File: src/adc_xy_pkg.sv
package adc_xy_pkg;

  // frame coordinates, sized for up to 128 x 64
  typedef logic [6:0] fb_x_t;
  typedef logic [5:0] fb_y_t;

  // stored pixel is 4:4:4 rgb
  typedef logic [11:0] pixel_t;
  typedef logic [3:0] color_t;

  // one scaled adc point, valid for a single cycle
  typedef struct packed {
    fb_x_t x;
    fb_y_t y;
    logic  valid;
  } plot_point_t;

  // current clear sweep position
  typedef struct packed {
    fb_x_t x;
    fb_y_t y;
    logic  active;
  } clear_sweep_t;

  // horizontal blanking, in pixels after the active area
  localparam int H_FRONT = 2;
  localparam int H_SYNC = 4;
  localparam int H_BACK = 2;

  // vertical blanking, in lines after the active area
  localparam int V_FRONT = 1;
  localparam int V_SYNC = 2;
  localparam int V_BACK = 1;

  // cycles the scanout holds off after reset
  localparam int SCAN_START_DELAY = 8;

  localparam pixel_t PLOT_COLOR = '1;
  localparam pixel_t CLEAR_COLOR = '0;

endpackage

File: src/adc_sampler.sv
`timescale 1ns/1ns

module adc_sampler
  import adc_xy_pkg::*;
#(
  parameter int ADC_BITS = 10,
  parameter int FB_WIDTH = 64,
  parameter int FB_HEIGHT = 48
) (
  input  logic                clk,
  input  logic                rst,
  input  logic [ADC_BITS-1:0] adc_x,
  input  logic [ADC_BITS-1:0] adc_y,
  input  logic                adc_strobe,
  output plot_point_t         point
);

  // drop the low adc bits down to frame coordinate width
  localparam int X_SHIFT = ADC_BITS - $bits(fb_x_t);
  localparam int Y_SHIFT = ADC_BITS - $bits(fb_y_t);

  logic [ADC_BITS-1:0] x_scaled;
  logic [ADC_BITS-1:0] y_scaled;
  logic                in_frame;

  assign x_scaled = adc_x >> X_SHIFT;
  assign y_scaled = adc_y >> Y_SHIFT;

  // y can land past the bottom row when the frame is not a power of two
  assign in_frame = (x_scaled < ADC_BITS'(FB_WIDTH)) && (y_scaled < ADC_BITS'(FB_HEIGHT));

  always_ff @(posedge clk) begin
    if (adc_strobe) begin
      point.x <= fb_x_t'(x_scaled);
      point.y <= fb_y_t'(y_scaled);
    end
    // valid is a single-cycle pulse
    if (rst) begin
      point.valid <= 1'b0;
    end else begin
      point.valid <= adc_strobe && in_frame;
    end
  end

endmodule

File: config.mk
export PLATFORM = sky130hd
export DESIGN_NAME = adc_sampler
export DESIGN_NICKNAME = d
export VERILOG_FILES = /design/src/adc_xy_pkg.sv /design/src/adc_sampler.sv
export SDC_FILE = /design/constraint.sdc
export NUM_CORES = 1
export LEC_CHECK = 0
export BUFFER_PORTS_ARGS = -buffer_cell sky130_fd_sc_hd__clkbuf_2
export CORE_AREA = 4 4 41 43
export CTS_CLUSTER_DIAMETER = 60
export CTS_CLUSTER_SIZE = 30
export DETAILED_ROUTE_END_ITERATION = 10
export DIE_AREA = 0 0 45 47
export GPL_TIMING_DRIVEN = 0
export PLACE_DENSITY = 0.7
export SLEW_MARGIN = 20
export SYNTH_ARGS = -nofsm -noshare
export SYNTH_HDL_FRONTEND = slang
export SYNTH_SLANG_ARGS = --single-unit
File: constraint.sdc
create_clock -name clk -period 1.4 [get_ports clk]
set_clock_uncertainty 0.1 [all_clocks]
set_input_delay 0.21 -clock clk [delete_from_list [all_inputs] [get_ports clk]]
set_output_delay 0.21 -clock clk [all_outputs]
set_load 0.01 [all_outputs]
==> results.md, run 1 <==
* Outcome: completed
* Vias in the first global route at 323
* Crit path launch type: input pin
* Final Hold Viols at 0
* Average instance area after synthesis at 26.8 µm²
* Via Count at 311
* Initial core utilization at 33.0%
* Syn-to-layout area delta at 67.6%
* Number of distinct library cells after synthesis at 4
* Synth Cell Area at 429 µm²
* Fillers at 115
* Max reg flops at 14
* Largest net degree at the start of global routing at 15
* Crit path time final at 1.11 ns
* Worst IR Drop VDD at 0.555 mV
* Wire per inst at 12.9 µm
* Initial DRT Pass Iterations at 3
* # H-tree levels at 1
* First-pass GRT wire length at 1.41 mm
* Arrival time worst endpoint at 1.18 ns
* Initial DRC count at 5
* Worst-path clk slew at 0.08 ns
* Die Height at 47 µm
* Num CTS Buffers at 3
* Die W at 45 µm
* Post-synth top cells: 13 x edfxtp_1, 1 x a2111oi_2, 1 x dfxtp_1, 1 x inv_1
* CP Max Fanout at 1
* Sequential share of the synthesized area at 95.6%
* Largest Register: point
* DRC at 0
* Root buf cell: clkbuf_4
* Worst slew margin at 78.3%
* TritonCTS clock tree: built
* I/O Buffers at 29
* CP endpoint kind: flip-flop
* Post-CTS sizing at 0
* Ys flop type: edfxtp_1
* WP data required at 1.47 ns
* DRT Wirelength at 943 µm
* Routability Congestion at 0.647
* Top cells by area, synth: edfxtp_1 91%, dfxtp_1 4.7%, a2111oi_2 3.5%
* Gr ovfl total at 0
* Post-synth EDFFs at 13
* Antenna violations before repair at 0
* PwrDens at 1220 nW/µm²
* Design Power at 0.000877 W
* Nets at 82
* Cell Rows at 13
* Worst hold slack at 0.0180 ns
* LEAKAGE at 0.321 nW
* Syn_nets at 39
* Core area at 1300 µm²
* Post-synth top area cell: edfxtp_1
* Via density at 4.26
* Max clock buf depth at 2
* Die Area at 2120 µm²
* Total of max-cap violations at 0
* Slew @ Worst Pin at 0.326 ns
* Finished Layout Cells at 73
* Slew Limit Fails at 0
* Routed Antenna Nets at 0
* Max Freq at 0.902 GHz
* Min-delay worst type: input pin to flip-flop
* Synthesized instance count at 16
* Setup TNS at 0 ns
* # IOs at 37
* Crit share post-route at 79.2%
* CP Class: input pin to flip-flop
* Placed instance count at 60
* Yosys warns at 0
* Final Util at 55.3%
* Cts hold-fix bufs at 1
* Top-area cell type share of the netlist area at 91.0%
* FFs w/ async S/R, synth at 0%
* Top-count cell post-synth: edfxtp_1
* Antenna diodes at 0
* Share of cells above drive strength 1 at 58.6%
* Final setup vio count at 0
* CTS sink cnt at 14
* Post-CTS setup buffers at 0
* Unrepaired setup endpoints after global routing: no
* Post-synthesis register bit count at 14
* Biggest regs: point x14
* All-Layer GR Usage at 10.3%
==> layout make-up <==
class,count,area [µm²],share of cell area [%]
well taps,15,18.8,2.61
clock buffers,4,36.3,5.04
multi-input cells,1,15.0,2.09
inverters,1,3.75,0.522
flip-flops and latches,14,410,57.0
repair buffers,38,235,32.7
==> worst paths after layout <==
kind / start / end / depth (start not counted)
max: rst / point[0] / 3
min: adc_x[7] / point[11] / 1
==> cells by family after synthesis <==
kind of cell | count (synthesis) | synth area share [%]
AOI/OAI and AO/OA | 1 | 3.50
buffers and inverters | 1 | 0.874
DFF | 14 | 95.6
==> worst max-delay path: stages <==
cell and delay, ns:
dlygate4sd3_1 0.54, clkbuf_2 0.11, a2111oi_2 0.31
==> layout by cell type (no fill, tap or decap) <==
cell,Yosys,final
edfxtp_1,13,13
dfxtp_1,1,1
dlygate4sd3_1,0,9
clkbuf_2,0,29
clkbuf_8,0,1
clkbuf_4,0,3
inv_1,1,1
a2111oi_2,1,1
==> through the flow <==
stage	setup slack, ns	instance area, µm²
after floorplan	0.679	429
after global placement	0.402	593
after detailed placement	0.368	593
after CTS	0.276	639
after global routing	0.246	719
final	0.291	719
==> per-layer routing <==
layer / track usage, % / routed length [µm] / up-vias / part of all wire, %
met4: 7.02 / 11 / 0 / 1.2
met1: 10.2 / 323 / 137 / 34
met5: 0 / 0 / - / 0
li1: - / - / 149 / -
met3: 5.75 / 113 / 2 / 12
met2: 16.7 / 494 / 23 / 52
==> power breakdown <==
part,internal (W),leakage (nW),switching [W],total (W)
Sequential,0.000491,0.135,0.00000813,0.000500
Combinational,0.0000515,0.165,0.0000456,0.0000971
Clock,0.000158,0.0210,0.000122,0.000280
No activity file was read; power rests on OpenSTA's default activity.
==> inputs of run 2 (changes only) <==
==> constraint.sdc (replaced) <==
create_clock -name clk -period 1.15 [get_ports clk]
set_clock_uncertainty 0.1 [all_clocks]
set_input_delay 0.1725 -clock clk [delete_from_list [all_inputs] [get_ports clk]]
set_output_delay 0.1725 -clock clk [all_outputs]
set_load 0.01 [all_outputs]
==> run 2 against run 1 <==
Net effect: sequential power is 22% higher; non-clock buffer count increased by 5; design area grew 7.0%; critical path depth unchanged; global-route usage up 2.3 points; die area stayed put; flip-flop and latch count unchanged; final cell count increased by 6.8%; worst hold slack better by 0.22 ns; worst setup slack got worse by 0.23 ns; critical path type unchanged; largest cell class unchanged.
==> results.md, run 2 (synthesis gave the netlist of run 1 again) <==
* Sw Share at 20.1%
* Top Usage Layer GRT: met2
* LEAKAGE at 0.342 nW
* Finished Layout Cells at 78
* Initial DRT Pass Iterations at 4
* DRT Wirelength at 1.04 mm
* DRC at 0
* Commonest non-fill, non-tap cells in the layout: 29 x clkbuf_2, 14 x dlygate4sd3_1, 13 x edfxtp_1
* Max Freq at 0.914 GHz
* Total of max-cap violations at 0
* Final setup vio count at 0
* Crit path launch type: input pin
* GR Util met2 at 23.4%
* Min-delay worst type: input pin to flip-flop
* WP data required at 1.22 ns
* All-Layer GR Usage at 12.6%
* Vias in the first global route at 403
* Arrival time worst endpoint at 1.17 ns
* Syn-to-layout area delta at 79.3%
* CP bufs+invs at 2
* Slew Limit Fails at 0
* Biggest regs: point x14
* Outcome: completed
* Worst hold slack at 0.238 ns
* Placed instance count at 60
* Switching pwr at 0.000218 W
* Slew @ Worst Pin at 0.326 ns
* Crit path time final at 1.09 ns
* Nets at 87
* CP Class: input pin to flip-flop
* CTS sink cnt at 14
* Met3 Track Usage GR at 4.98%
* Largest Register: point
* Worst-path clk slew at 0.08 ns
* Gate power share at 12.2%
* PwrDens at 1410 nW/µm²
* TritonCTS clock tree: built
* Wire per inst at 13.4 µm
* Crit share post-route at 95.1%
* Core area at 1300 µm²
* Hold path depth at 3
* Clock share of power at 31.5%
* Grt met1 use at 11.6%
* Worst slew margin at 78.3%
* Slowest-stage cell, CP: dlygate4sd3_1
* Die Area at 2120 µm²
* Setup TNS at 0 ns
* Final Hold Viols at 0
* Initial core utilization at 33.0%
* # H-tree levels at 1
* Share of cells above drive strength 1 at 54.0%
* Routability Congestion at 0.647
* First-pass GRT wire length at 1.74 mm
* Crit path largest cell delay at 0.54 ns
* Cell Rows at 13
* CP Max Fanout at 2
* Via density at 4.21
* Fillers at 111
* Int Pwr at 0.000864 W
* Most common cell after layout, fill and taps aside: clkbuf_2
* Reg power frac at 56.2%
* Unrepaired setup endpoints after global routing: no
* Die Height at 47 µm
* Worst IR Drop VDD at 0.688 mV
* Antenna violations before repair at 0
* Max reg flops at 14
* CP delay by family, top: buffers and inverters
* Num CTS Buffers at 3
* Post-CTS sizing at 0
* # IOs at 37
* Worst path cell trace: dlygate4sd3_1, clkbuf_2, a2111oi_2
* Via Count at 328
* Antenna diodes at 0
* Root buf cell: clkbuf_4
* Initial DRC count at 5
* CP Depth at 3
* Largest net degree at the start of global routing at 15
* Die W at 45 µm
* Gr ovfl total at 0
* I/O Buffers at 29
* Max clock buf depth at 2
* CP endpoint kind: flip-flop
* Routed Antenna Nets at 0
==> run 2: layout make-up <==
cell class | instances | area [µm²] | area share, %
Clock buffer | 4 | 36.3 | 4.72
Inverter | 1 | 3.75 | 0.488
Timing Repair Buffer | 43 | 285 | 37.1
Tap cell | 15 | 18.8 | 2.44
Sequential cell | 14 | 410 | 53.3
Multi-Input combinational cell | 1 | 15.0 | 1.95
==> run 2: metal layers <==
layer  wire length (µm)  share of wire (%)  up-vias
met1                344                 33      144
met4                 11                1.1        0
met2                579                 56       23
met3                108                 10        2
met5                  0                  0        -
li1                   -                  -      159
==> run 2: stage by stage <==
step                      utilization [%]  cell area [µm²]  total power (W)  worst slack (ns)
after floorplan                         -              429         0.000644             0.467
after global placement               45.6              593         0.000711             0.190
after detailed placement             45.6              593         0.000718             0.155
after CTS                            59.1              769          0.00110            0.0632
after global routing                 59.1              769          0.00115            0.0336
final                                59.1              769          0.00108            0.0562
==> run 2: timing repair <==
action                                 CTS  global route
endpoints found under the hold margin   13             0
buffers inserted                         0             0
hold buffers                            14             0
==> run 2: power groups by stage <==
stage / logic, W / clock network (W) / registers [W]
floorplan: 0.00000248 / 0 / 0.000642
finish: 0.000132 / 0.000341 / 0.000608
global placement: 0.0000931 / 0 / 0.000618
detailed placement: 0.0000965 / 0 / 0.000621
global route: 0.000145 / 0.000388 / 0.000612
CTS: 0.000134 / 0.000353 / 0.000610
==> run 2: worst paths after layout <==
check             endpoint       start
setup / recovery  point[0]    adc_y[9]
hold / removal    point[0]  adc_strobe
