File: src/adc_xy_pkg.sv
package adc_xy_pkg;

  // frame coordinates, sized for up to 128 x 64
  typedef logic [6:0] fb_x_t;
  typedef logic [5:0] fb_y_t;

  // stored pixel is 4:4:4 rgb
  typedef logic [11:0] pixel_t;
  typedef logic [3:0] color_t;

  // one scaled adc point, valid for a single cycle
  typedef struct packed {
    fb_x_t x;
    fb_y_t y;
    logic  valid;
  } plot_point_t;

  // current clear sweep position
  typedef struct packed {
    fb_x_t x;
    fb_y_t y;
    logic  active;
  } clear_sweep_t;

  // horizontal blanking, in pixels after the active area
  localparam int H_FRONT = 2;
  localparam int H_SYNC = 4;
  localparam int H_BACK = 2;

  // vertical blanking, in lines after the active area
  localparam int V_FRONT = 1;
  localparam int V_SYNC = 2;
  localparam int V_BACK = 1;

  // cycles the scanout holds off after reset
  localparam int SCAN_START_DELAY = 8;

  localparam pixel_t PLOT_COLOR = '1;
  localparam pixel_t CLEAR_COLOR = '0;

endpackage

File: src/vga_scanout.sv
`timescale 1ns/1ns

module vga_scanout
  import adc_xy_pkg::*;
#(
  parameter int FB_WIDTH = 64,
  parameter int FB_HEIGHT = 48
) (
  input  logic   clk,
  input  logic   rst,
  output fb_x_t  rd_x,
  output fb_y_t  rd_y,
  input  pixel_t rd_pixel,
  output color_t vga_red,
  output color_t vga_grn,
  output color_t vga_blu,
  output logic   vga_hsync,
  output logic   vga_vsync,
  output logic   vga_de
);

  localparam int H_TOTAL = FB_WIDTH + H_FRONT + H_SYNC + H_BACK;
  localparam int V_TOTAL = FB_HEIGHT + V_FRONT + V_SYNC + V_BACK;
  localparam int H_BITS = $clog2(H_TOTAL);
  localparam int V_BITS = $clog2(V_TOTAL);
  localparam int DELAY_BITS = $clog2(SCAN_START_DELAY);

  // sync windows follow the front porch
  localparam int H_SYNC_START = FB_WIDTH + H_FRONT;
  localparam int V_SYNC_START = FB_HEIGHT + V_FRONT;

  typedef enum logic {
    SCAN_WAIT,
    SCAN_RUN
  } scan_state_t;

  scan_state_t           state;
  logic [DELAY_BITS-1:0] delay_cnt;
  logic [H_BITS-1:0]     h_cnt;
  logic [V_BITS-1:0]     v_cnt;
  logic                  running;
  logic                  visible;
  logic                  hsync_now;
  logic                  vsync_now;
  pixel_t                pixel_out;

  // hold off so the clear sweep gets going first
  always_ff @(posedge clk) begin
    if (rst) begin
      state <= SCAN_WAIT;
      delay_cnt <= '0;
    end else begin
      case (state)
        SCAN_WAIT: begin
          if (delay_cnt == DELAY_BITS'(SCAN_START_DELAY - 1)) begin
            state <= SCAN_RUN;
          end
          delay_cnt <= delay_cnt + 1'b1;
        end
        default: state <= SCAN_RUN;
      endcase
    end
  end

  assign running = (state == SCAN_RUN);

  always_ff @(posedge clk) begin
    if (rst) begin
      h_cnt <= '0;
      v_cnt <= '0;
    end else if (running) begin
      if (h_cnt == H_BITS'(H_TOTAL - 1)) begin
        h_cnt <= '0;
        if (v_cnt == V_BITS'(V_TOTAL - 1)) begin
          v_cnt <= '0;
        end else begin
          v_cnt <= v_cnt + 1'b1;
        end
      end else begin
        h_cnt <= h_cnt + 1'b1;
      end
    end
  end

  // active area sits at the start of each line and frame
  assign visible = running && (h_cnt < H_BITS'(FB_WIDTH)) && (v_cnt < V_BITS'(FB_HEIGHT));

  assign hsync_now = !(running && (h_cnt >= H_BITS'(H_SYNC_START))
                       && (h_cnt < H_BITS'(H_SYNC_START + H_SYNC)));
  assign vsync_now = !(running && (v_cnt >= V_BITS'(V_SYNC_START))
                       && (v_cnt < V_BITS'(V_SYNC_START + V_SYNC)));

  // counters are the read address, parked at 0 in blanking
  assign rd_x = visible ? fb_x_t'(h_cnt) : '0;
  assign rd_y = visible ? fb_y_t'(v_cnt) : '0;

  // one stage to meet the read data
  always_ff @(posedge clk) begin
    if (rst) begin
      vga_de <= 1'b0;
      vga_hsync <= 1'b1;
      vga_vsync <= 1'b1;
    end else begin
      vga_de <= visible;
      vga_hsync <= hsync_now;
      vga_vsync <= vsync_now;
    end
  end

  // black outside the visible area
  assign pixel_out = vga_de ? rd_pixel : '0;

  assign vga_red = pixel_out[11:8];
  assign vga_grn = pixel_out[7:4];
  assign vga_blu = pixel_out[3:0];

endmodule
File: config.mk
export PLATFORM = sky130hd
export DESIGN_NAME = vga_scanout
export DESIGN_NICKNAME = d
export VERILOG_FILES = /design/src/adc_xy_pkg.sv /design/src/vga_scanout.sv
export SDC_FILE = /design/constraint.sdc
export NUM_CORES = 1
export LEC_CHECK = 0
export BUFFER_PORTS_ARGS = -buffer_cell sky130_fd_sc_hd__buf_2
export CAP_MARGIN = 40
export CORE_MARGIN = 4
export CORE_UTILIZATION = 50
export CTS_BUF_LIST = sky130_fd_sc_hd__clkbuf_2 sky130_fd_sc_hd__clkbuf_4 sky130_fd_sc_hd__clkbuf_8
export DETAILED_ROUTE_END_ITERATION = 8
export HOLD_SLACK_MARGIN = 0.12
export PLACE_DENSITY = 0.81
export SLEW_MARGIN = 0
export SYNTH_ARGS = -nofsm -noshare
export SYNTH_HDL_FRONTEND = slang
export SYNTH_SLANG_ARGS = --single-unit
File: constraint.sdc
create_clock -name clk -period 2.03 [get_ports clk]
set_input_delay 0.609 -clock clk [delete_from_list [all_inputs] [get_ports clk]]
set_output_delay 0.609 -clock clk [all_outputs]
set_load 0.01 [all_outputs]
==> impl_summary.md <==
Floorplan
The core outline area is slightly above 2000 um^2. The number of top-level design ports is 42. The floorplan step defined a die boundary enclosing just over 3000 um^2. For this configuration, the core starts out at a cell density of 0.547. The standard-cell row count is 16. Measured along the y axis, the die boundary spans around 55 um.

The die is about 55 um wide.

CTS
After clock tree synthesis, the clock-pin slew on the worst setup and hold paths is between 0.1 and 0.15 ns. Clock tree synthesis inserted a total of 3 buffers. The clock passes through at most 2 buffers. The number of setup buffers added after CTS is 0.

The level count of the clock H-tree is 1. TritonCTS built the clock tree. Counting every sink on the clock net gives 20. The buffer cell driving the clock tree root is sky130_fd_sc_hd__clkbuf_4.

The insertion delay of the later-clocked pin in the worst-skew pair is 0.30 ns.

STA
The setup violation total in the final timing report is 0. The count of endpoints failing hold in the final timing report came to 0. The number of pins with negative max-slew slack in the final report is 0. For the final routed database, the setup TNS stands at 0 ns. The final setup slack of the worst path is 0.0775 ns. The worst clock skew on the final layout is approximately 0.008 ns. The final critical delay including setup and external delays is ~2 ns. For this run, the top clock speed supported by timing is 0.512 GHz. The final period utilization is 0.962.

Setup repair after global routing left no endpoint under its margin.

Synth
The most instantiated library cell after synthesis is sky130_fd_sc_hd__and2_1. The warning count from the yosys run is 0. After synthesis, the cell types taking the most area are sky130_fd_sc_hd__dfxtp_1 (36%), sky130_fd_sc_hd__and2_1 (13%), sky130_fd_sc_hd__xor2_1 (7.1%). The biggest area consumer among synthesized cells is sky130_fd_sc_hd__dfxtp_1.

In the synthesized netlist, the number of instances is between 100 and 150. The commonest cells after synthesis are sky130_fd_sc_hd__and2_1 (23), sky130_fd_sc_hd__dfxtp_1 (20), sky130_fd_sc_hd__nor2_1 (17). Among all flip-flop cells after synthesis, the most frequent one is sky130_fd_sc_hd__dfxtp_1. The number of different library cells used by synthesis comes to 30. For this run, the register share of the synthesized area comes to 0.362. The post-synthesis instance area is 1110 um^2. Counting every net in the synthesized netlist gives 148. The mean area per synthesized cell is ~8.6 um^2. The number of register bits inferred by synthesis is 20. The count of flip-flops with a built-in enable after synthesis is 0. The fraction of synthesized cell area taken by the top area cell type is 0.362.

The post-synthesis async set-or-reset flop share is 0.

Place
The count of input and output buffers is 40. After detailed placement, the design holds a cell count of 190. The placer congestion estimate is 0.835. The worst slack after detailed placement is around 0.32 ns. Once placement finished, the instance area stood at about 1300 um^2. The estimated wirelength of the detail-placed design is roughly 1.8 mm.

Power
The worst vdd rail ir drop is just under 0.4 mV. The power density of the placed cells is between 400 and 500 nW/um^2. The sequential fraction of design power is 0.604. The net switching fraction of the power is 0.210.

Summed over all cells, the static leakage comes to between 0.6 and 0.7 nW. Of the total power, combinational logic draws 0.052. Internal power comes to around 0.53 mW. The net load switching power is approximately 0.14 mW. The clock share of power is 0.344.

Worst setup path
In this run the worst path has a maximum fanout of 7. The count of buffer and inverter cells on the critical path is 1. Traced cell by cell, the critical path runs through and3b_2, and2_2, buf_2. The data arrival time of the worst path is roughly 1.3 ns. STA classifies the critical path endpoint as an output pin. The largest single stage delay on the critical path is roughly 0.44 ns. On the critical path, the stage with the largest delay is an instance of sky130_fd_sc_hd__dfxtp_1. The worst setup path is of the flop to output pin kind. In this run the critical register-to-register path is launched from h_cnt[1]$_SDFFE_PP0P_.

The sort of element at the start of the critical path is a flop. The dominant delay contributor by cell family on the critical path is simple AND/OR/NAND/NOR gates. The first element of the critical path is h_cnt[6]$_SDFFE_PP0P_. The required arrival time at the worst endpoint is ~1.4 ns.

Global routing
The global-route usage over all layers is 0.176. After global routing the overflow that remains totals 0. The number of global-route vias before repair is about 940. The number of antenna violations at the first check in global routing is 0. The global-route wire length before repair is 3.86 mm. The maximum number of pins on one net before global-route repair is 16.

Route
The final layout contains routed wiring with a total length of roughly 2.4 mm. After detailed routing, the average wire length per cell comes to ~12 um. The detailed router finished its first iteration with 16 violations. The first detailed-routing pass ran for 2 iterations. The final route contains around 990 vias. The number of vias per cell is about 5. For this run, design rule violations remaining after detail routing come to 0. The count of antenna-violating nets left after detailed routing is 0.

Cells and area
After filler insertion, the fill cell instance count of the layout stands at between 150 and 200. The fraction of layout instances using a drive strength above 1 is 0.315. The number of non-filler instances in the completed layout is ~200. The final layout contains between 150 and 200 nets. The number of antenna repair diodes is 0. The design area is 1360 um^2. The layout overhead on the synthesized area is 23.3%.

Run status
The run finished with clean final reports.

Worst hold path
The hold path startpoint is v_cnt[5]$_SDFFE_PP0P_. The type of the worst min-delay path is flop to flop.

Flow run
Across the run, the number of max-cap violations was 0.
-- cell usage in the layout, fill, tap and decap left out, drive strengths merged, types with 3 or more instances in the layout --
cell	n
a21oi	4
and2	25
and3	3
buf	43
clkbuf	4
dfxtp	20
ha	6
mux2i	3
nand2	7
nand3	4
nor2	17
nor3	5
xnor2	3
xor2	9
-- worst paths after layout --
kind                           endpoint  slack, ns  cells past startpoint
hold / removal    v_cnt[5]$_SDFFE_PP0P_       0.52                      2
setup / recovery                rd_x[3]       0.08                      3
hold reg to reg   v_cnt[5]$_SDFFE_PP0P_       0.52                      2
setup reg to reg  v_cnt[4]$_SDFFE_PP0P_       0.45                      5
-- layer usage --
metal / part of all wire / up-vias / GRT usage
met3: 0.094 / 9 / 0.0349
met4: 0.028 / 0 / 0.0972
met1: 0.40 / 440 / 0.170
li1: - / 494 / -
met2: 0.47 / 42 / 0.343
met5: 0 / - / 0
-- cell families after synthesis --
kind of cell	count (synthesis)	synth area share
muxes	3	0.0272
and+or+nand+nor	69	0.347
xor gates and xnor gates	12	0.0950
other	1	0.00339
AOI/OAI and AO/OA	7	0.0475
adders and majority gates	6	0.0679
DFF	20	0.362
buffers and inverters	10	0.0498
-- area by class of cell --
cell class / instances / area [um^2] / share of cell area
Sequential cell: 20 / 403 / 0.295
Timing Repair Buffer: 43 / 223 / 0.163
Tap cell: 27 / 33.8 / 0.0248
Clock buffer: 4 / 36.3 / 0.0266
Inverter: 2 / 7.51 / 0.00550
Multi-Input combinational cell: 99 / 661 / 0.484
-- power groups by stage --
stage | Clock (mW) | Sequential, mW | Combinational (mW)
2_1_floorplan | 0 | 0.410 | 0.0202
3_3_place_gp | 0 | 0.411 | 0.0340
3_5_place_dp | 0 | 0.411 | 0.0353
4_1_cts | 0.238 | 0.402 | 0.0354
5_1_grt | 0.249 | 0.403 | 0.0412
6_report | 0.229 | 0.402 | 0.0348
-- stage by stage --
| step | total power [mW] | hold WS (ns) | util |
|---|---|---|---|
| after floorplan | 0.431 | 0.468 | - |
| final | 0.666 | 0.523 | 0.675 |
| after CTS | 0.676 | 0.524 | 0.669 |
| after global placement | 0.445 | 0.479 | 0.650 |
| after global routing | 0.693 | 0.557 | 0.675 |
| after detailed placement | 0.447 | 0.496 | 0.650 |
-- tightest hold or removal path, cell delays in order (launching register included) --
cell                      delay (ns)
sky130_fd_sc_hd__dfxtp_2        0.36
sky130_fd_sc_hd__xor2_1         0.06
sky130_fd_sc_hd__nor2_1         0.07
-- registers in the layout (all words and copies together) (netlist names) --
register   cells
delay_cnt      3
vga_vsync      1
v_cnt          6
h_cnt          7
vga_de         1
running        1
vga_hsync      1
-- timing repair --
item	CTS	global route
gates resized for setup	1	2
gates cloned	0	1
hold buffers	0	0
endpoints found under the setup margin	5	12
Power figures use the tool's default switching activity.
