$ cat src/adc_xy_pkg.sv
package adc_xy_pkg;

  // frame coordinates, sized for up to 128 x 64
  typedef logic [6:0] fb_x_t;
  typedef logic [5:0] fb_y_t;

  // stored pixel is 4:4:4 rgb
  typedef logic [11:0] pixel_t;
  typedef logic [3:0] color_t;

  // one scaled adc point, valid for a single cycle
  typedef struct packed {
    fb_x_t x;
    fb_y_t y;
    logic  valid;
  } plot_point_t;

  // current clear sweep position
  typedef struct packed {
    fb_x_t x;
    fb_y_t y;
    logic  active;
  } clear_sweep_t;

  // horizontal blanking, in pixels after the active area
  localparam int H_FRONT = 2;
  localparam int H_SYNC = 4;
  localparam int H_BACK = 2;

  // vertical blanking, in lines after the active area
  localparam int V_FRONT = 1;
  localparam int V_SYNC = 2;
  localparam int V_BACK = 1;

  // cycles the scanout holds off after reset
  localparam int SCAN_START_DELAY = 8;

  localparam pixel_t PLOT_COLOR = '1;
  localparam pixel_t CLEAR_COLOR = '0;

endpackage

$ cat src/fb_clear.sv
`timescale 1ns/1ns

module fb_clear
  import adc_xy_pkg::*;
#(
  parameter int FB_WIDTH = 64,
  parameter int FB_HEIGHT = 48
) (
  input  logic         clk,
  input  logic         rst,
  input  logic         clear,
  output clear_sweep_t sweep
);

  localparam fb_x_t X_LAST = fb_x_t'(FB_WIDTH - 1);
  localparam fb_y_t Y_LAST = fb_y_t'(FB_HEIGHT - 1);

  logic last_col;
  logic last_row;

  assign last_col = (sweep.x == X_LAST);
  assign last_row = (sweep.y == Y_LAST);

  // one pixel per clock, row by row
  always_ff @(posedge clk) begin
    if (rst || clear) begin
      // a clear mid-sweep starts over from the top left
      sweep.active <= 1'b1;
      sweep.x <= '0;
      sweep.y <= '0;
    end else if (sweep.active) begin
      if (last_col) begin
        sweep.x <= '0;
        if (last_row) begin
          sweep.y <= '0;
          sweep.active <= 1'b0;
        end else begin
          sweep.y <= sweep.y + 1'b1;
        end
      end else begin
        sweep.x <= sweep.x + 1'b1;
      end
    end
  end

endmodule

$ cat config.mk
export PLATFORM = sky130hd
export DESIGN_NAME = fb_clear
export DESIGN_NICKNAME = d
export VERILOG_FILES = /design/src/adc_xy_pkg.sv /design/src/fb_clear.sv
export SDC_FILE = /design/constraint.sdc
export NUM_CORES = 1
export LEC_CHECK = 0
export BUFFER_PORTS_ARGS = -buffer_cell sky130_fd_sc_hd__buf_2
export CORE_UTILIZATION = 45
export DETAILED_ROUTE_END_ITERATION = 16
export GPL_TIMING_DRIVEN = 0
export HOLD_SLACK_MARGIN = 0.03
export PLACE_DENSITY_LB_ADDON = 0.05
export SLEW_MARGIN = 5
export SYNTH_ARGS = -nofsm -noshare
export SYNTH_HDL_FRONTEND = slang
export SYNTH_SLANG_ARGS = --single-unit
$ cat constraint.sdc
create_clock -name clk -period 1.6 [get_ports clk]
set_clock_uncertainty 0.2 [all_clocks]
set_input_delay 0.24 -clock clk [delete_from_list [all_inputs] [get_ports clk]]
set_output_delay 0.24 -clock clk [all_outputs]
set_load 0.01 [all_outputs]
==> results of run 1 <==
synth_stat cells, types with 2 or more instances:
library cell	n	area share, %
o21ai_0	4	2.9
ha_1	2	3.7
nand4_1	2	1.8
or4_1	2	2.2
nor2_1	6	3.3
a21oi_1	6	4.4
nand2b_1	3	2.8
o31ai_1	3	3.3
clkbuf_1	2	1.1
nand3_1	4	2.9
mux2i_1	2	2.9
xor2_1	2	2.6
nand2_1	4	2.2
dfxtp_1	14	41
a31oi_1	4	3.7
layer usage:
metal / track usage (%) / up-vias / routed length [µm]
li1: - / 337 / -
met3: 4.89 / 4 / 64
met2: 30.1 / 18 / 751
met1: 29.7 / 319 / 767
met5: 0 / - / 0
met4: 15.0 / 0 / 25
metrics by stage:
step | setup WS [ns] | cell area (µm²) | hold WS (ns)
floorplan | -0.00616 | 701 | 0.169
global placement | -0.0376 | 800 | 0.239
detailed placement | -0.0477 | 800 | 0.249
CTS | 0.00298 | 882 | 0.0675
global route | -0.0510 | 922 | 0.0799
finish | 0.0341 | 922 | 0.0726
final timing paths:
path	start	end	slack [ns]	cells past startpoint
setup / recovery	sweep[1]	sweep[5]	0.03	4
hold / removal	rst	sweep[13]	0.07	4
setup reg to reg	sweep[1]	sweep[5]	0.03	4
hold reg to reg	sweep[13]	sweep[13]	0.26	2
where the power goes:
part | leakage (nW) | internal [mW] | switching [mW]
clock network | 0.0150 | 0.0968 | 0.119
logic | 0.263 | 0.0139 | 0.0158
registers | 0.119 | 0.347 | 0.00281
layout make-up:
type,instances,area (µm²)
timing repair buffer,21,120
buffer,2,15.0
sequential,14,300
tap,15,18.8
multi-input combinational,57,438
inverter,1,3.75
fill,115,428
clock buffer,4,26.3
what timing repair did:
item                       4_1_cts  5_1_grt
hold buffers                     1        0
gates resized for setup          7       11
pin swaps                        2        4
setup buffers                    3        1
hold endpoints to repair         1        0
setup endpoints to repair        4        7
logic make-up after synthesis:
group	Yosys count	synth area share, %
compound gates	20	18.0
fa+ha+maj	2	3.68
buf+inv	4	2.39
mux	2	2.94
simple gates	30	27.9
xor+xnor	3	3.86
flops	14	41.2
worst max-delay path: cells and delay by family, from the launching register on:
kind                     cells  cell delay (ns)
AND/OR/NAND/NOR              2             0.65
flip-flops                   1             0.38
adder cells (fa/ha/maj)      1             0.16
AO/OA/AOI/OAI                1             0.12
==> impl_metrics.py, run 1 <==
metrics = {
    "cts": {
        "numCtsBuffers": 3,
        "cts_tree": "done",
        "clk_pin_slew_ns": 0.08,
        "htreeDepth": 1,
        "cts_buffer_depth": 2,
        "root_buffer": "clkbuf_4",
        "cts_num_sinks": 14,
        "clk-insertion-delay-late_ns": 0.28,
    },
    "critical_path": {
        "cp-end-kind": "register",
        "cpPeakStageDelay_ns": 0.55,
        "crit_slowest_cell": "or4b_4",
        "path_max_fanout": 5,
        "cp.arrival_ns": 1.58,
        "required_ns": 1.62,
        "worstSetupStartpointType": "register",
        "critPathKind": "reg -> reg",
        "crit_path_cell_trace": "ha_4, nand3_4, or4b_4, a21oi_2",
    },
    "logic_synthesis": {
        "yosysWarnings": 0,
        "synth_area_um2": 681,
        "async_flop_share_pct": 0,
        "yosysSeqAreaShare_pct": 41.2,
        "synth_edf_count": 0,
        "synthDistinctLibCells": 30,
        "synth-seq-cells": 14,
        "synth_ff_type": "dfxtp_1",
        "avgSynthCellArea_um2": 9.08,
        "netlist_instances": 75,
        "syn_nets": 80,
    },
    "timing": {
        "fin_crit_sh_pct": 97.9,
        "slew_headroom_pct": 70.6,
        "setup_tns_ns": 0,
        "tightest_slew_ns": 0.441,
        "hold_violations": 0,
        "max_freq_mhz": 639,
        "finalSetupViolations": 0,
        "rsz0062_at_grt": "true",
        "min_period_ns": 1.57,
        "finalMaxSlewViolations": 0,
    },
    "final_layout": {
        "area_growth_pct": 35.5,
        "antenna_cells": 0,
        "layoutNonFillerInstCount": 114,
        "postLayoutCoreUtil_pct": 68.3,
        "drive_gt1_share_pct": 43.4,
        "max_flop_register": "sweep",
        "largest_register_ffs": 14,
        "mostFrequentLayoutCells": "buf_2, dfxtp_2, nor2_1, a21oi_1",
        "finalNetCount": 105,
        "top_regs": "sweep: 14 flops",
        "layout_commonest_cell": "buf_2",
    },
    "grt": {
        "globalRouteTotalUtil_pct": 21.9,
        "grt_max_degree": 11,
        "grt_pass1_wl_um": 2290,
        "antenna_found_initial": 0,
        "grt_pass1_vias": 503,
        "grt_overflow": 0,
    },
    "routing": {
        "routed_wl_um": 1610,
        "final_antenna_net_count": 0,
        "avgRoutedWirePerCell_um": 14.1,
        "vias_per_cell": 5.95,
        "firstDrtPassIters": 4,
        "first_iter_violations": 17,
        "num_vias": 678,
        "route.detailed.drc": 0,
    },
    "die": {
        "die_area_mm2": 0.00167,
        "core_mm2": 0.00135,
        "start_util_pct": 50.4,
        "placementRows": 13,
        "die-width_um": 40.9,
        "ios": 17,
        "die_h_um": 40.9,
    },
    "worst_hold_path": {
        "hold_class": "in -> reg",
    },
    "placed_design": {
        "dp_cells": 106,
        "portBuffers": 16,
        "gp_congestion": 0.757,
        "place_hpwl_um": 981,
    },
    "run": {
        "max_cap_viol_count": 0,
    },
    "power": {
        "power.density_mw_per_mm2": 645,
        "p_total_mw": 0.595,
        "power.leakage_nw": 0.397,
        "max-vdd-ir-drop_mv": 0.343,
    },
    "status": {
        "outcome": "completed",
    },
}
Power figures use the tool's default switching activity.
==> run 2: changes to the inputs <==
--- a/config.mk
+++ b/config.mk
@@ -8,10 +8,9 @@
 export BUFFER_PORTS_ARGS = -buffer_cell sky130_fd_sc_hd__buf_2
 export CORE_UTILIZATION = 45
 export DETAILED_ROUTE_END_ITERATION = 16
-export GPL_TIMING_DRIVEN = 0
 export HOLD_SLACK_MARGIN = 0.03
 export PLACE_DENSITY_LB_ADDON = 0.05
-export SLEW_MARGIN = 5
+export SLEW_MARGIN = 20
 export SYNTH_ARGS = -nofsm -noshare
 export SYNTH_HDL_FRONTEND = slang
 export SYNTH_SLANG_ARGS = --single-unit
==> impl_metrics.py, run 2 (same netlist as run 1, synthesis figures left out) <==
metrics = {
    "status": {
        "outcome": "completed",
    },
    "final_layout": {
        "postLayoutCoreUtil_pct": 73.0,
        "mostFrequentLayoutCells": "buf_2, buf_4, dfxtp_1, nor2_1, a21oi_1",
        "largest_register_ffs": 14,
        "top_regs": "sweep: 14 flops",
        "antenna_cells": 0,
        "layoutNonFillerInstCount": 123,
        "fill_cells": 112,
        "max_flop_register": "sweep",
        "final_area_um2": 986,
        "finalNetCount": 114,
        "drive_gt1_share_pct": 46.3,
        "area_growth_pct": 44.9,
    },
    "critical_path": {
        "cp.buffers_inverters": 1,
        "worstSetupStartpointType": "register",
        "cpPeakStageDelay_ns": 0.37,
        "crit_slowest_cell": "dfxtp_4",
        "cp_top_family": "compound AO/OA/AOI/OAI gates",
        "required_ns": 1.58,
        "r2r_slack_ns": 0.04,
        "critPathKind": "reg -> reg",
        "crit_path_cell_trace": "ha_4, nand4_4, buf_4, o31ai_1, a21oi_2",
        "timing.rr.start": "sweep[7]",
        "path_max_fanout": 5,
        "reg2reg_depth": 5,
        "cp.arrival_ns": 1.53,
        "r2r_end": "sweep[5]",
        "cp-end-kind": "register",
    },
    "cts": {
        "htreeDepth": 1,
        "clk_pin_slew_ns": 0.09,
        "cts_tree": "done",
        "cts_buffer_depth": 2,
        "ctsHoldBuffers": 0,
        "numCtsBuffers": 3,
        "cts_num_sinks": 14,
        "clk-insertion-delay-late_ns": 0.28,
        "root_buffer": "clkbuf_4",
    },
    "die": {
        "die-width_um": 40.9,
        "placementRows": 13,
        "die_h_um": 40.9,
        "ios": 17,
        "core_mm2": 0.00135,
        "die_area_mm2": 0.00167,
        "start_util_pct": 50.4,
    },
    "routing": {
        "vias_per_cell": 5.66,
        "avgRoutedWirePerCell_um": 14.5,
        "route.detailed.drc": 0,
        "num_vias": 696,
        "final_antenna_net_count": 0,
        "firstDrtPassIters": 4,
        "first_iter_violations": 16,
        "routed_wl_um": 1780,
    },
    "power": {
        "power.leakage_nw": 0.435,
        "power.density_mw_per_mm2": 653,
        "p_total_mw": 0.644,
        "max-vdd-ir-drop_mv": 0.568,
    },
    "timing": {
        "hold_violations": 0,
        "slew_headroom_pct": 78.9,
        "fin_crit_sh_pct": 97.4,
        "finalSetupViolations": 0,
        "max_freq_mhz": 642,
        "tightest_slew_ns": 0.313,
        "finalMaxSlewViolations": 0,
        "min_period_ns": 1.56,
    },
    "placed_design": {
        "dp_cells": 118,
        "place_hpwl_um": 1250,
        "gp_congestion": 0.799,
        "portBuffers": 16,
        "detailed_place.area_um2": 900,
    },
    "grt": {
        "antenna_found_initial": 0,
        "grt_overflow": 0,
        "grt_pass1_wl_um": 2360,
        "grt_max_degree": 9,
        "globalRouteTotalUtil_pct": 22.4,
        "grt_pass1_vias": 526,
    },
    "worst_hold_path": {
        "hold_depth": 4,
        "min_to": "sweep[4]",
        "hold_class": "in -> reg",
        "hold_start": "rst",
    },
    "run": {
        "max_cap_viol_count": 0,
    },
}
==> run 2: cell count changes in the layout (fill, tap and decap cells not counted), sizes merged <==
cell | previous run | this run
dlygate4sd3 | 1 | 0
clkbuf | 5 | 4
buf | 21 | 32
==> run 2: worst reg2reg max path, stage by stage (launching register included) <==
cell	delay [ns]
dfxtp_4	0.37
ha_4	0.16
nand4_4	0.12
buf_4	0.18
o31ai_1	0.33
a21oi_2	0.10
==> run 2: final cells by class <==
cell class | count | area [µm²] | area share, %
clock buffer | 4 | 36.3 | 3.68
inverter | 1 | 3.75 | 0.381
multi-input combinational | 57 | 437 | 44.3
sequential | 14 | 290 | 29.4
tap | 15 | 18.8 | 1.90
timing repair buffer | 32 | 200 | 20.3
==> run 2: metrics by stage <==
step | hold WS (ns) | setup TNS [ns] | setup slack (ns)
2_1_floorplan | 0.169 | -0.00616 | -0.00616
3_3_place_gp | 0.245 | 0 | 0.0577
3_5_place_dp | 0.265 | 0 | 0.0268
4_1_cts | 0.102 | 0 | 0.00651
5_1_grt | 0.134 | -0.0285 | -0.0285
6_report | 0.105 | 0 | 0.0413
==> run 2: worst max path at each step <==
stage                     endpoint  slack (ns)  depth (start not counted)      from
after floorplan           sweep[6]      -0.006                          4  sweep[0]
after global placement    sweep[6]        0.06                          4  sweep[7]
after detailed placement  sweep[6]        0.03                          4  sweep[7]
after CTS                 sweep[6]       0.007                          4  sweep[7]
after global routing      sweep[5]       -0.03                          5  sweep[7]
final                     sweep[5]        0.04                          5  sweep[7]
==> run 2: power breakdown <==
group / switching (mW) / leakage, nW / internal (mW) / total [mW]
sequential: 0.00243 / 0.115 / 0.348 / 0.351
combinational: 0.0165 / 0.299 / 0.0152 / 0.0317
clock: 0.123 / 0.0210 / 0.139 / 0.261
total: 0.142 / 0.435 / 0.502 / 0.644
==> run 2: timing repair <==
item                       in CTS  in global routing
setup endpoints to repair       0                  4
buffers inserted                0                  1
gates resized for setup         0                  8
==> run 2: per-layer routing <==
layer  share of wire, %  vias to the layer above  global-route usage [%]
met3                5.3                        2                    9.78
met1                 48                      321                    31.4
li1                   -                      348                       -
met2                 46                       25                    30.1
met4               0.79                        0                    7.50
met5                  0                        -                       0
==> run 3: changes to the inputs <==
--- a/config.mk
+++ b/config.mk
@@ -7,9 +7,10 @@
 export LEC_CHECK = 0
 export BUFFER_PORTS_ARGS = -buffer_cell sky130_fd_sc_hd__buf_2
 export CORE_UTILIZATION = 45
+export CTS_BUF_LIST = sky130_fd_sc_hd__clkbuf_8
 export DETAILED_ROUTE_END_ITERATION = 16
 export HOLD_SLACK_MARGIN = 0.03
-export PLACE_DENSITY_LB_ADDON = 0.05
+export PLACE_DENSITY = 0.72
 export SLEW_MARGIN = 20
 export SYNTH_ARGS = -nofsm -noshare
 export SYNTH_HDL_FRONTEND = slang
==> impl_metrics.py, run 3 (same netlist as run 1, synthesis figures left out) <==
metrics = {
    "status": {
        "outcome": "completed",
    },
    "die": {
        "start_util_pct": 50.4,
        "placementRows": 13,
        "core_mm2": 0.00135,
        "die-width_um": 40.9,
        "ios": 17,
        "die_h_um": 40.9,
        "die_area_mm2": 0.00167,
    },
    "critical_path": {
        "critPathKind": "reg -> reg",
        "worstSetupStartpointType": "register",
        "r2r_end": "sweep[5]",
        "r2r_slack_ns": 0.03,
        "required_ns": 1.59,
        "path_max_fanout": 5,
        "timing.rr.start": "sweep[7]",
        "cp-end-kind": "register",
        "reg2reg_depth": 4,
        "cp.arrival_ns": 1.55,
    },
    "power": {
        "clkPwrFrac_pct": 43.2,
        "power.density_mw_per_mm2": 694,
        "p_seq_share_pct": 52.0,
        "swShare_pct": 21.1,
        "p_switching_mw": 0.144,
        "p_total_mw": 0.680,
        "max-vdd-ir-drop_mv": 0.479,
        "power.leakage_nw": 0.440,
        "combPwrFrac_pct": 4.8,
        "p_int_mw": 0.537,
    },
    "final_layout": {
        "finalNetCount": 114,
        "antenna_cells": 0,
        "top_regs": "sweep: 14 flops",
        "drive_gt1_share_pct": 45.4,
        "mostFrequentLayoutCells": "buf_2, buf_4, dfxtp_1, nor2_1, a21oi_1",
        "final_area_um2": 980,
        "seqCellArea_um2": 289,
        "max_flop_register": "sweep",
        "area_growth_pct": 43.9,
        "layoutNonFillerInstCount": 123,
        "multiInputGateArea_um2": 423,
        "largest_register_ffs": 14,
        "fill_cells": 99,
    },
    "grt": {
        "antenna_found_initial": 0,
        "grt_pass1_vias": 641,
        "grt_pass1_wl_um": 2630,
        "globalRouteTotalUtil_pct": 24.7,
        "grt_overflow": 0,
        "grt_max_degree": 9,
    },
    "timing": {
        "finalSetupViolations": 0,
        "slew_headroom_pct": 82.0,
        "fin_crit_sh_pct": 98.0,
        "min_period_ns": 1.57,
        "worst_slack_ns": 0.0320,
        "tightest_slew_ns": 0.270,
        "finalMaxSlewViolations": 0,
        "hold_violations": 0,
        "rsz0062_at_grt": "true",
        "max_freq_mhz": 638,
    },
    "routing": {
        "route.detailed.drc": 0,
        "routed_wl_um": 1790,
        "num_vias": 695,
        "first_iter_violations": 13,
        "avgRoutedWirePerCell_um": 14.6,
        "firstDrtPassIters": 4,
        "vias_per_cell": 5.65,
        "final_antenna_net_count": 0,
    },
    "cts": {
        "numCtsBuffers": 3,
        "cts_num_sinks": 14,
        "cts_buffer_depth": 2,
        "clk_pin_slew_ns": 0.06,
        "htreeDepth": 1,
        "clk-insertion-delay-late_ns": 0.25,
        "cts_tree": "done",
        "ctsHoldBuffers": 0,
        "root_buffer": "clkbuf_8",
    },
    "worst_hold_path": {
        "hold_start": "rst",
        "hold_class": "in -> reg",
        "min_to": "sweep[0]",
        "hold_depth": 4,
    },
    "run": {
        "max_cap_viol_count": 0,
    },
    "placed_design": {
        "gp_congestion": 0.739,
        "post-place-ws_ns": 0.0201,
        "dp_cells": 117,
        "detailed_place.area_um2": 892,
        "place_hpwl_um": 1240,
        "portBuffers": 16,
    },
}
==> run 3: changes by cell type in the layout (fill, tap and decap cells not counted), sizes merged <==
cell,before,now
clkbuf,4,3
inv,1,2
==> run 3: what timing repair did <==
| item | in CTS | in global routing |
|---|---|---|
| setup endpoints to repair | 1 | 4 |
| buffers inserted | 2 | 0 |
| pin swaps | 1 | 5 |
| gates resized for setup | 0 | 6 |
==> run 3: worst max path at each step <==
stage / slack, ns / start / endpoint / cells after the start
global route: -0.03 / sweep[7] / sweep[5] / 4
global placement: 0.03 / sweep[7] / sweep[6] / 4
floorplan: -0.006 / sweep[0] / sweep[6] / 4
detailed placement: 0.02 / sweep[7] / sweep[6] / 4
finish: 0.03 / sweep[7] / sweep[5] / 4
CTS: 0.01 / sweep[8] / sweep[6] / 4
==> run 3: power by group through the flow <==
stage                     Sequential [mW]  Clock [mW]  Combinational, mW
final                               0.353       0.294             0.0329
after global routing                0.354       0.317             0.0361
after CTS                           0.353       0.299             0.0324
after detailed placement            0.361           0             0.0305
after global placement              0.361           0             0.0304
after floorplan                     0.363           0             0.0128
==> run 3: final cells by class <==
type                       instances  area share, %
timing repair buffer              32           20.4
inverter                           1          0.383
clock inverter                     1          0.383
tap                               15           1.92
multi-input combinational         57           43.2
sequential                        14           29.5
clock buffer                       3           4.21
==> run 3: worst max-delay path, cell delays in order (launching register included) <==
cell and delay, ns:
dfxtp_4 0.36, ha_4 0.15, nand4_4 0.12, or4b_4 0.56
a21oi_2 0.12
==> run 3: through the flow <==
step                util, %  hold slack (ns)  TNS [ns]
floorplan                 -            0.169  -0.00616
global placement       66.1            0.235         0
detailed placement     66.1            0.244         0
CTS                    70.5            0.144         0
global route           72.6            0.170   -0.0505
finish                 72.6            0.147         0
==> run 3: layer usage <==
| layer | vias up | track usage [%] | wire length (µm) |
|---|---|---|---|
| met2 | 21 | 42.2 | 883 |
| met3 | 7 | 5.43 | 59 |
| met4 | 0 | 14.2 | 38 |
| met5 | - | 0 | 0 |
| met1 | 321 | 27.7 | 812 |
| li1 | 346 | - | - |
